`src/hdl/riscv_macros.svh`:
```
`ifndef RISCV_MACROS_SVH
`define RISCV_MACROS_SVH

// datapath and instruction widths
`define XLEN 32
`define ILEN 32

// rv32i base opcodes handled by the decode stage
`define OP_R      7'd51   // register-register alu
`define OP_LOAD   7'd3    // lb/lh/lw/lbu/lhu
`define OP_IALU   7'd19   // register-immediate alu
`define OP_STORE  7'd35   // sb/sh/sw
`define OP_BRANCH 7'd99   // beq/bne/...
`define OP_JALR   7'd103  // jump register, i-format
`define OP_JAL    7'd111  // jump and link, j-format

// opcode field width
`define OPC_W 7

`endif

```
`src/hdl/riscv_decode_pkg.sv`:
```
`default_nettype none

`include "riscv_macros.svh"

package riscv_decode_pkg;

    // writeback source select
    typedef enum logic [1:0] {
        RES_ALU = 2'd0,   // alu result
        RES_MEM = 2'd1,   // data memory read
        RES_PC4 = 2'd2    // link address for jumps
    } result_src_t;

    // immediate format select
    typedef enum logic [2:0] {
        IMM_I = 3'd0,     // loads, alu-imm, jalr
        IMM_S = 3'd1,     // stores
        IMM_B = 3'd2,     // branches
        IMM_J = 3'd3      // jal
    } imm_src_t;

    // coarse alu request from the main decoder
    typedef enum logic [2:0] {
        ALUOP_ADD   = 3'd0,   // address calc, jumps
        ALUOP_SUB   = 3'd1,   // branch compare
        ALUOP_FUNCT = 3'd2    // decided by funct3/funct7
    } alu_op_t;

    // resolved alu operation, funct3 order of rv32i
    typedef enum logic [3:0] {
        ALU_ADD  = 4'd0,
        ALU_SUB  = 4'd1,
        ALU_SLL  = 4'd2,
        ALU_SLT  = 4'd3,
        ALU_SLTU = 4'd4,
        ALU_XOR  = 4'd5,
        ALU_SRL  = 4'd6,
        ALU_SRA  = 4'd7,
        ALU_OR   = 4'd8,
        ALU_AND  = 4'd9
    } alu_ctrl_t;

    // word handed over by the fetch side
    typedef struct packed {
        logic [`ILEN-1:0] instr;   // raw instruction
        logic             eq;      // branch condition from compare
    } fetch_word_t;

    // control word towards execute
    typedef struct packed {
        logic             pc_src;      // take branch/jump target
        result_src_t      result_src;  // writeback mux
        logic             mem_write;   // data memory write enable
        logic             alu_src;     // 1 = immediate operand
        imm_src_t         imm_src;     // immediate format
        logic             reg_write;   // register file write enable
        alu_ctrl_t        alu_ctrl;    // resolved alu operation
        logic [`XLEN-1:0] imm;         // sign-extended immediate
        logic             illegal;     // unsupported opcode
    } ctrl_word_t;

endpackage

`default_nettype wire

```
`src/hdl/hs_stage.sv`:
```
`timescale 1ns/1ps
`default_nettype none

module hs_stage #(
    parameter type payload_t = logic
)(
    input  logic     clk,
    input  logic     reset,
    input  logic     in_req,     // upstream request, data stable while high
    output logic     in_ack,     // upstream acknowledge
    input  payload_t in_data,
    output logic     out_req,    // downstream request
    input  logic     out_ack,    // downstream acknowledge
    output payload_t out_data
);

    typedef enum logic [1:0] {
        ST_EMPTY,   // nothing held
        ST_FULL,    // payload held, out_req raised or about to be
        ST_ACKED    // sink took it, waiting for out_ack release
    } state_t;

    state_t   state;
    payload_t data_q;    // held payload
    logic     capture;   // take in_data this cycle

    assign capture  = (state == ST_EMPTY) && in_req && !in_ack;
    assign out_data = data_q;   // only changes in ST_EMPTY, so stable under out_req

    always_ff @(posedge clk) begin
        if (capture) begin
            data_q <= in_data;
        end
    end

    always_ff @(posedge clk) begin
        if (reset) begin
            state   <= ST_EMPTY;
            in_ack  <= 1'b0;
            out_req <= 1'b0;
        end else begin
            if (!in_req) begin
                in_ack <= 1'b0;                 // source released its req
            end
            case (state)
                ST_EMPTY: begin
                    if (capture) begin
                        in_ack <= 1'b1;         // ack the cycle after sampling
                        state  <= ST_FULL;
                    end
                end
                ST_FULL: begin
                    if (!out_req) begin
                        if (!out_ack) begin
                            out_req <= 1'b1;    // never rise over a stale ack
                        end
                    end else if (out_ack) begin
                        out_req <= 1'b0;        // sink has sampled
                        state   <= ST_ACKED;
                    end
                end
                ST_ACKED: begin
                    if (!out_ack) begin
                        state <= ST_EMPTY;      // four phases done
                    end
                end
                default: state <= ST_EMPTY;
            endcase
        end
    end

endmodule

`default_nettype wire

```
`src/hdl/main_decoder.sv`:
```
`timescale 1ns/1ps
`default_nettype none

`include "riscv_macros.svh"

module main_decoder
    import riscv_decode_pkg::*;
(
    input  logic [`OPC_W-1:0] opcode,     // instr[6:0]
    input  logic              eq,         // branch condition
    output logic              pc_src,     // 1 = redirect pc
    output result_src_t       result_src, // writeback source
    output logic              mem_write,  // store enable
    output logic              alu_src,    // 1 = immediate as operand b
    output imm_src_t          imm_src,    // immediate format
    output logic              reg_write,  // rd write enable
    output alu_op_t           alu_op,     // request to alu_decoder
    output logic              illegal     // opcode not supported
);

    always_comb begin
        // safe defaults, all enables off
        pc_src     = 1'b0;
        result_src = RES_ALU;
        mem_write  = 1'b0;
        alu_src    = 1'b0;
        imm_src    = IMM_I;
        reg_write  = 1'b0;
        alu_op     = ALUOP_ADD;
        illegal    = 1'b0;

        case (opcode)
            `OP_R: begin
                reg_write = 1'b1;          // rd <- rs1 op rs2
                alu_op    = ALUOP_FUNCT;
            end
            `OP_LOAD: begin
                result_src = RES_MEM;      // rd <- mem[rs1 + imm]
                alu_src    = 1'b1;
                imm_src    = IMM_I;
                reg_write  = 1'b1;
                alu_op     = ALUOP_ADD;
            end
            `OP_IALU: begin
                alu_src   = 1'b1;          // rd <- rs1 op imm
                imm_src   = IMM_I;
                reg_write = 1'b1;
                alu_op    = ALUOP_FUNCT;
            end
            `OP_STORE: begin
                mem_write = 1'b1;          // mem[rs1 + imm] <- rs2
                alu_src   = 1'b1;
                imm_src   = IMM_S;
                alu_op    = ALUOP_ADD;
            end
            `OP_BRANCH: begin
                pc_src  = eq;              // taken only on condition
                imm_src = IMM_B;
                alu_op  = ALUOP_SUB;       // rs1 - rs2 compare
            end
            `OP_JALR: begin
                pc_src     = 1'b1;         // pc <- rs1 + imm
                result_src = RES_PC4;
                alu_src    = 1'b1;
                imm_src    = IMM_I;        // jalr is i-format
                reg_write  = 1'b1;
                alu_op     = ALUOP_ADD;
            end
            `OP_JAL: begin
                pc_src     = 1'b1;         // pc <- pc + imm
                result_src = RES_PC4;
                alu_src    = 1'b1;
                imm_src    = IMM_J;
                reg_write  = 1'b1;
                alu_op     = ALUOP_ADD;    // alu idle, add keeps it defined
            end
            default: begin
                illegal = 1'b1;            // zero and all unlisted opcodes
            end
        endcase
    end

endmodule

`default_nettype wire

```
`src/hdl/alu_decoder.sv`:
```
`timescale 1ns/1ps
`default_nettype none

module alu_decoder
    import riscv_decode_pkg::*;
(
    input  alu_op_t    alu_op,    // from main_decoder
    input  logic [2:0] funct3,    // instr[14:12]
    input  logic       funct7_5,  // instr[30]
    input  logic       op_5,      // opcode bit 5, set for r-type
    output alu_ctrl_t  alu_ctrl
);

    always_comb begin
        alu_ctrl = ALU_ADD;
        case (alu_op)
            ALUOP_ADD: alu_ctrl = ALU_ADD;
            ALUOP_SUB: alu_ctrl = ALU_SUB;
            ALUOP_FUNCT: begin
                case (funct3)
                    3'd0: begin
                        // addi has no sub form, bit 30 there is immediate
                        if (op_5 && funct7_5) begin
                            alu_ctrl = ALU_SUB;
                        end else begin
                            alu_ctrl = ALU_ADD;
                        end
                    end
                    3'd1: alu_ctrl = ALU_SLL;
                    3'd2: alu_ctrl = ALU_SLT;
                    3'd3: alu_ctrl = ALU_SLTU;
                    3'd4: alu_ctrl = ALU_XOR;
                    3'd5: begin
                        if (funct7_5) begin
                            alu_ctrl = ALU_SRA;   // sra and srai
                        end else begin
                            alu_ctrl = ALU_SRL;
                        end
                    end
                    3'd6: alu_ctrl = ALU_OR;
                    3'd7: alu_ctrl = ALU_AND;
                    default: alu_ctrl = ALU_ADD;
                endcase
            end
            default: alu_ctrl = ALU_ADD;   // unused alu_op codes
        endcase
    end

endmodule

`default_nettype wire

```
`src/hdl/imm_extend.sv`:
```
`timescale 1ns/1ps
`default_nettype none

`include "riscv_macros.svh"

module imm_extend
    import riscv_decode_pkg::*;
(
    input  logic [31:7]       instr,    // opcode bits not needed
    input  imm_src_t          imm_src,  // format select
    output logic [`XLEN-1:0]  imm
);

    logic sign;   // all formats sign-extend from bit 31

    assign sign = instr[31];

    always_comb begin
        case (imm_src)
            IMM_I: imm = {{(`XLEN-12){sign}}, instr[31:20]};
            IMM_S: imm = {{(`XLEN-12){sign}}, instr[31:25], instr[11:7]};
            IMM_B: begin
                // bit 0 is always zero for branch offsets
                imm = {{(`XLEN-12){sign}}, instr[7], instr[30:25],
                       instr[11:8], 1'b0};
            end
            IMM_J: begin
                imm = {{(`XLEN-20){sign}}, instr[19:12], instr[20],
                       instr[30:21], 1'b0};
            end
            default: imm = '0;   // unused formats
        endcase
    end

endmodule

`default_nettype wire

```
`src/hdl/decode_unit.sv`:
```
`timescale 1ns/1ps
`default_nettype none

`include "riscv_macros.svh"

module decode_unit
    import riscv_decode_pkg::*;
(
    input  logic              clk,
    input  logic              reset,
    input  logic              in_req,      // fetch side request
    output logic              in_ack,
    input  logic [`ILEN-1:0]  in_instr,
    input  logic              in_eq,       // branch condition for this instr
    output logic              out_req,     // control word valid
    input  logic              out_ack,     // execute side acknowledge
    output logic              pc_src,
    output result_src_t       result_src,
    output logic              mem_write,
    output logic              alu_src,
    output imm_src_t          imm_src,
    output logic              reg_write,
    output alu_ctrl_t         alu_ctrl,
    output logic [`XLEN-1:0]  imm,
    output logic              illegal
);

    fetch_word_t fetch_in;   // packed from input ports
    fetch_word_t fetch_q;    // held by the input stage
    ctrl_word_t  ctrl_d;     // decoded from fetch_q
    ctrl_word_t  ctrl_q;     // held by the output stage
    logic        mid_req;    // internal link
    logic        mid_ack;
    alu_op_t     alu_op;     // main to alu decoder

    assign fetch_in.instr = in_instr;
    assign fetch_in.eq    = in_eq;

    hs_stage #(.payload_t(fetch_word_t)) u_in_stage (
        .clk(clk), .reset(reset),
        .in_req(in_req), .in_ack(in_ack), .in_data(fetch_in),
        .out_req(mid_req), .out_ack(mid_ack), .out_data(fetch_q)
    );

    main_decoder u_main_dec (
        .opcode(fetch_q.instr[6:0]), .eq(fetch_q.eq),
        .pc_src(ctrl_d.pc_src), .result_src(ctrl_d.result_src),
        .mem_write(ctrl_d.mem_write), .alu_src(ctrl_d.alu_src),
        .imm_src(ctrl_d.imm_src), .reg_write(ctrl_d.reg_write),
        .alu_op(alu_op), .illegal(ctrl_d.illegal)
    );

    alu_decoder u_alu_dec (
        .alu_op(alu_op), .funct3(fetch_q.instr[14:12]),
        .funct7_5(fetch_q.instr[30]), .op_5(fetch_q.instr[5]),
        .alu_ctrl(ctrl_d.alu_ctrl)
    );

    imm_extend u_imm_ext (
        .instr(fetch_q.instr[31:7]), .imm_src(ctrl_d.imm_src),
        .imm(ctrl_d.imm)
    );

    hs_stage #(.payload_t(ctrl_word_t)) u_out_stage (
        .clk(clk), .reset(reset),
        .in_req(mid_req), .in_ack(mid_ack), .in_data(ctrl_d),
        .out_req(out_req), .out_ack(out_ack), .out_data(ctrl_q)
    );

    // unpack held control word to loose ports
    assign pc_src     = ctrl_q.pc_src;
    assign result_src = ctrl_q.result_src;
    assign mem_write  = ctrl_q.mem_write;
    assign alu_src    = ctrl_q.alu_src;
    assign imm_src    = ctrl_q.imm_src;
    assign reg_write  = ctrl_q.reg_write;
    assign alu_ctrl   = ctrl_q.alu_ctrl;
    assign imm        = ctrl_q.imm;
    assign illegal    = ctrl_q.illegal;

endmodule

`default_nettype wire

```
`config.mk`:
```
export PLATFORM = sky130hd
export DESIGN_NAME = decode_unit
export DESIGN_NICKNAME = d
export VERILOG_FILES = /design/src/hdl/riscv_decode_pkg.sv /design/src/hdl/hs_stage.sv /design/src/hdl/main_decoder.sv /design/src/hdl/alu_decoder.sv /design/src/hdl/imm_extend.sv /design/src/hdl/decode_unit.sv
export VERILOG_INCLUDE_DIRS = /design/src /design/src/hdl
export SDC_FILE = /design/constraint.sdc
export NUM_CORES = 1
export LEC_CHECK = 0
export BUFFER_PORTS_ARGS = -buffer_cell sky130_fd_sc_hd__buf_2
export CAP_MARGIN = 30
export CORE_UTILIZATION = 30
export DETAILED_ROUTE_END_ITERATION = 8
export PLACE_DENSITY = 0.57
export RECOVER_POWER = 100
export SETUP_SLACK_MARGIN = 0.15
export SYNTH_ARGS = -nofsm -noshare
export SYNTH_HDL_FRONTEND = slang
export SYNTH_HIERARCHICAL = 1
export SYNTH_SLANG_ARGS = --single-unit
```
`constraint.sdc`:
```
create_clock -name clk -period 4.5 [get_ports clk]
set_input_delay 0.225 -clock clk [delete_from_list [all_inputs] [get_ports clk]]
set_output_delay 0.225 -clock clk [all_outputs]
set_load 0.05 [all_outputs]
```
# Word level (Yosys, flattened, before mapping)
# Index checks and enable logic that the tools add are counted.
# op_classes
add_sub_neg	0
n_mul	0
div	0
order_cmp	0
n_eq_ne	31
n_shift	0
n_mux	31
bitwise_logic	0
n_reduce_logical	18
# ops
op	count
case mux 32 bit (4 select lines)	1
case mux 4 bit (8 select lines)	1
== test 7 bit (second input constant)	3
case mux 2 bit (3 select lines)	3
two-way mux 2 bit	8
== test 7 x 6 -> 1 bit (second input constant)	2
two-way mux 1 bit	14
== test 3 bit (second input constant)	4
== test 2 bit (second input constant)	5
inequality test 2 x 1 -> 1 bit (second input constant)	5
OR reduction 5 bit	2
== test 2 x 1 -> 1 bit (second input constant)	4
case mux 2 bit (2 select lines)	2
case mux 4 bit (2 select lines)	1
AND reduction 4 bit	2
== test 7 x 2 -> 1 bit (second input constant)	1
== test 7 x 5 -> 1 bit (second input constant)	1
OR reduction 7 bit	1
== test 3 x 2 -> 1 bit (second input constant)	2
logical NOT 3 bit	2
inequality test 2 bit (second input constant)	3
logical AND 1 bit	5
logical NOT 2 bit	2
OR reduction 2 bit	2
other kinds (3)	4
# word_totals
reg_bits	87
latch_bits	0
mem_bits_rw	0
rom_bits	0
in_bits	37
out_inout_bits	48
word_cells	97
mem_count	0

# Depth between registers and ports, before layout
# logic_depth
ltp_word	5
ltp_mapped	7
ltp_nobuf	6

# Modules after synthesis
# The synthesis kept the hierarchy.
# by_module_without_submodules
module	n_inst	cells_per_inst	area_each_um2
hs_stage (u_out_stage)	1	64	1565.3
hs_stage (u_in_stage)	1	51	1174.9
imm_extend	1	58	395.4
main_decoder	1	33	217.7
alu_decoder	1	17	98.8

# Worst setup path after synthesis
# OpenSTA, ideal clock, no wires.
# synth_path
kind	flip-flop to flip-flop
from	reg u_out_stage.state[1]
to	reg u_out_stage.data_q (netlist bit u_out_stage/out_data[0]) (enable)
arrival_ps	3004
required_time_ps	4022
path_slack_ps	1018
path_stages_with_launch	2
synth_period_minus_slack_ps	3482
cell_sequence	dfxtp_1 -> nor4b_2
# synth_between
elab_chain_len	3
# synth_lines
element	line_no	source
start: declaration	hs_stage.sv:23	state_t state;
start signal: assignment	hs_stage.sv:38	state <= ST_EMPTY;
start signal: assignment	hs_stage.sv:49	state <= ST_FULL;
start signal: assignment	hs_stage.sv:59	state <= ST_ACKED;
logical NOT 2 bit	hs_stage.sv:27	assign capture = (state == ST_EMPTY) && in_req && !in_ack;
logical AND 1 bit (2 in a row)	hs_stage.sv:27	
named net u_out_stage.capture	hs_stage.sv:25	logic capture;
end signal: assignment	hs_stage.sv:32	data_q <= in_data;
end: declaration	hs_stage.sv:24	payload_t data_q;
# The timed path passes the listed nets, and every way through them passes these cells.
# A chain may end at the register's enable or synchronous reset.

# Worst setup path after layout
# layout_path
from	reg u_in_stage.state[1]
to	reg u_in_stage.data_q (netlist bit u_in_stage/out_data[12]) (enable)
# layout_between
elab_chain_len	3
# layout_lines
element	line_no
start: declaration	hs_stage.sv:23
start signal: assignment	hs_stage.sv:38
start signal: assignment	hs_stage.sv:49
start signal: assignment	hs_stage.sv:59
logical NOT 2 bit	hs_stage.sv:27
logical AND 1 bit (2 in a row)	hs_stage.sv:27
named net u_in_stage.capture	hs_stage.sv:25
end signal: assignment	hs_stage.sv:32
end: declaration	hs_stage.sv:24
# The timed path passes the listed nets, and every way through them passes these cells.

==> summary.json <==
{
  "synth_edf_count": 79,
  "internal_power_mw": 1.42,
  "report.final.slew_viol_count": 0,
  "synthFlopType": "edfxtp_1",
  "worstSetupEndpointType": "flip-flop",
  "postRouteAntennaNets": 0,
  "power.switching_uw": 466,
  "vias_per_cell": 4.29,
  "row_count": 38,
  "clock_tree.root_cell": "clkbuf_16",
  "nNetsFinal": 341,
  "worst_clock_skew_ns": 0.00489,
  "postCtsSetupBuffers": 0,
  "pin_count": 85,
  "p_sw_share_pct": 24.8,
  "min_delay_worst_endpoint": "u_in_stage/out_data[9]$_DFFE_PP_",
  "max_freq_mhz": 364,
  "hold_violations": 0,
  "r2r_cells": 3,
  "drt_iter0_markers": 70,
  "worstSetupPathType": "flip-flop to flip-flop",
  "path_clk_slew_ns": 0.06,
  "core_region_area_sq_um": 11000,
  "postSynth.asyncResetShare_pct": 0,
  "critPathLaunchType": "flip-flop",
  "worstHoldPathCells": 1,
  "post_layout_cell_count": 448,
  "worstMarginPinSlew_ns": 1.47,
  "worstReg2RegEnd": "u_in_stage/out_data[12]$_DFFE_PP_",
  "tns_ns": 0,
  "buffer_ports.inserted": 84,
  "reg2reg_from": "u_in_stage/state[1]$_SDFFE_PP0P_",
  "floorplan.initialDensity_pct": 31.3,
  "grt_max_degree": 27,
  "num_antenna_cells": 0,
  "setup.reg_to_reg.worst_slack_ns": 1.75,
  "nFillCells": 1085,
  "grt_setup_unrepaired": "no",
  "powerDensity_nw_per_um2": 460,
  "die_w_um": 109,
  "static-leakage-power_nw": 1.42,
  "syn_area_per_cell_sq_um": 15.5,
  "tritoncts_clock_tree": "yes",
  "cts_hold_buf": 0,
  "dp.cells": 433,
  "max_cap_check_violation_count": 0,
  "htree_levels": 3,
  "layout.cells.most_common_list": "79 x edfxtp_1, 55 x clkbuf_1, 35 x buf_2",
  "route.vias.total": 1920,
  "antenna_violations_before_repair": 0,
  "p_comb_share_pct": 11.0,
  "hpwlAfterDp_mm": 4.16,
  "dr.pass1.iters": 4,
  "final_common_cell": "edfxtp_1",
  "mappedNetlistArea_sq_um": 3450,
  "share_of_layout_cells_above_drive_strength_1_pct": 16.9,
  "yosys.cell_types.count": 44,
  "postSynthCellCount": 223,
  "routed_wire_length_per_instance_um": 13.4,
  "status": "finished, final reports clean",
  "routed_wl_mm": 5.98,
  "synthesis.yosys.warnings": 6,
  "hold_class": "input pin to flip-flop",
  "clock_sink_count": 87,
  "slew_headroom_pct": 2.14,
  "cp_max_fo": 20,
  "yosys_register_bits": 87,
  "finalWeightedCongestion": 0.709,
  "dieHeight_um": 109,
  "hp-start": "in_instr[8]",
  "worst_ep_arrival_time_ns": 2.70,
  "power.clock.fraction_pct": 37.1,
  "maximum_buffer_depth_of_the_clock_tree": 2,
  "post_cts_resized": 0,
  "setup-violations-final": 0,
  "wire_length_of_the_first_global_routing_pass_mm": 9.09,
  "globalRouteTotalUtil_pct": 10.7,
  "gr-total-overflow": 0,
  "final_min_period_over_clock_period_pct": 61.1,
  "flow.area_growth_from_synthesis_pct": 18.4,
  "ys_seq_area_share_pct": 73.4,
  "die-area_sq_um": 11900,
  "number_of_global_route_vias_before_repair": 1785,
  "clock_latency_ns": 0.33,
  "fin_worst_hold_slack_ns": 0.0683,
  "drc_errors": 0,
  "crit_required_ns": 4.45,
  "numCtsBuffers": 9,
  "fin_crit_ns": 2.75,
  "irDropWorstVdd_uv": 220,
  "power_share_of_the_sequential_group_pct": 51.9
}
==> cell families (layout without fill, tap and decap cells) <==
family / count (synthesis) / after routing / synth area share [%]
compound gates: 32 / 32 / 6.02
flops: 87 / 87 / 73.4
xor+xnor: 2 / 2 / 0.725
buf+inv: 26 / 110 / 4.82
simple gates: 69 / 69 / 13.2
mux: 6 / 6 / 1.74
other cells: 1 / 2 / 0.109
==> power by group through the flow <==
stage	clock, mW	sequential, mW	combinational, mW
after floorplan	0	1.09	0.0711
after global placement	0	0.993	0.221
after detailed placement	0	0.993	0.225
after CTS	0.720	0.977	0.226
after global routing	0.753	0.982	0.224
final	0.697	0.976	0.208
==> critical path, stage by stage, from the launching register on <==
cell      delay [ns]
dfxtp_1         0.35
nor4b_1         0.47
clkbuf_1        0.67
clkbuf_1        0.86
==> metrics by stage <==
step	setup slack (ns)	utilization (%)	cell area [sq um]	total power [mW]
floorplan	1.02	-	3460	1.16
global placement	2.23	35.9	3960	1.21
detailed placement	2.17	36.0	3970	1.22
CTS	2.15	38.5	4250	1.92
global route	1.43	37.1	4090	1.96
finish	1.75	37.1	4090	1.88
==> sequential cells by signal, indices dropped and copies added (netlist names) <==
name and count:
u_in_stage/in_ack 1, u_in_stage/out_req 1, u_out_stage/state 2, u_out_stage/in_ack 1, u_in_stage/state 2, u_in_stage/out_data 33
u_out_stage/out_data 46, u_out_stage/out_req 1
==> worst max-delay path by stage <==
stage	cells after the start	from	to	slack, ns
after floorplan	1	u_out_stage/state[1]$_SDFFE_PP0P_	u_out_stage/out_data[0]$_DFFE_PP_	1.02
after global placement	5	u_in_stage/out_data[5]$_DFFE_PP_	u_out_stage/out_data[3]$_DFFE_PP_	2.23
after detailed placement	5	u_in_stage/out_data[5]$_DFFE_PP_	u_out_stage/out_data[2]$_DFFE_PP_	2.17
after CTS	5	u_in_stage/out_data[5]$_DFFE_PP_	u_out_stage/out_data[2]$_DFFE_PP_	2.15
after global routing	3	u_in_stage/state[1]$_SDFFE_PP0P_	u_in_stage/out_data[20]$_DFFE_PP_	1.43
final	3	u_in_stage/state[1]$_SDFFE_PP0P_	u_in_stage/out_data[12]$_DFFE_PP_	1.75
==> per-layer routing <==
| metal | global-route usage (%) | wire length [um] |
|---|---|---|
| met4 | 4.86 | 102 |
| met3 | 4.54 | 475 |
| met5 | 0 | 0 |
| met1 | 13.4 | 2700 |
| met2 | 15.9 | 2710 |
==> synthesized netlist by cell type, types with 3 or more instances <==
library cell  count  area share [%]
nand2_1           5            0.54
inv_1             6            0.65
a211oi_1          3            0.65
a21oi_1          15             2.2
buf_2             4            0.58
nor2b_1           7             1.3
nand2b_1         14             2.5
buf_4            15             3.3
mux2i_1           6             1.7
and3b_1           3            0.76
dfxtp_1           8             4.6
nor2_1            9            0.98
edfxtp_1         79              69
nand3_1          10             1.4
==> layout make-up <==
| class | count | area, sq um | area share (%) |
|---|---|---|---|
| Timing Repair Buffer | 89 | 378 | 9.24 |
| Inverter | 6 | 22.5 | 0.551 |
| Clock inverter | 5 | 50.0 | 1.22 |
| Tap cell | 140 | 175 | 4.28 |
| Clock buffer | 10 | 229 | 5.60 |
| Sequential cell | 87 | 2530 | 61.9 |
| Multi-Input combinational cell | 111 | 702 | 17.2 |
Power figures use the tool's default switching activity.
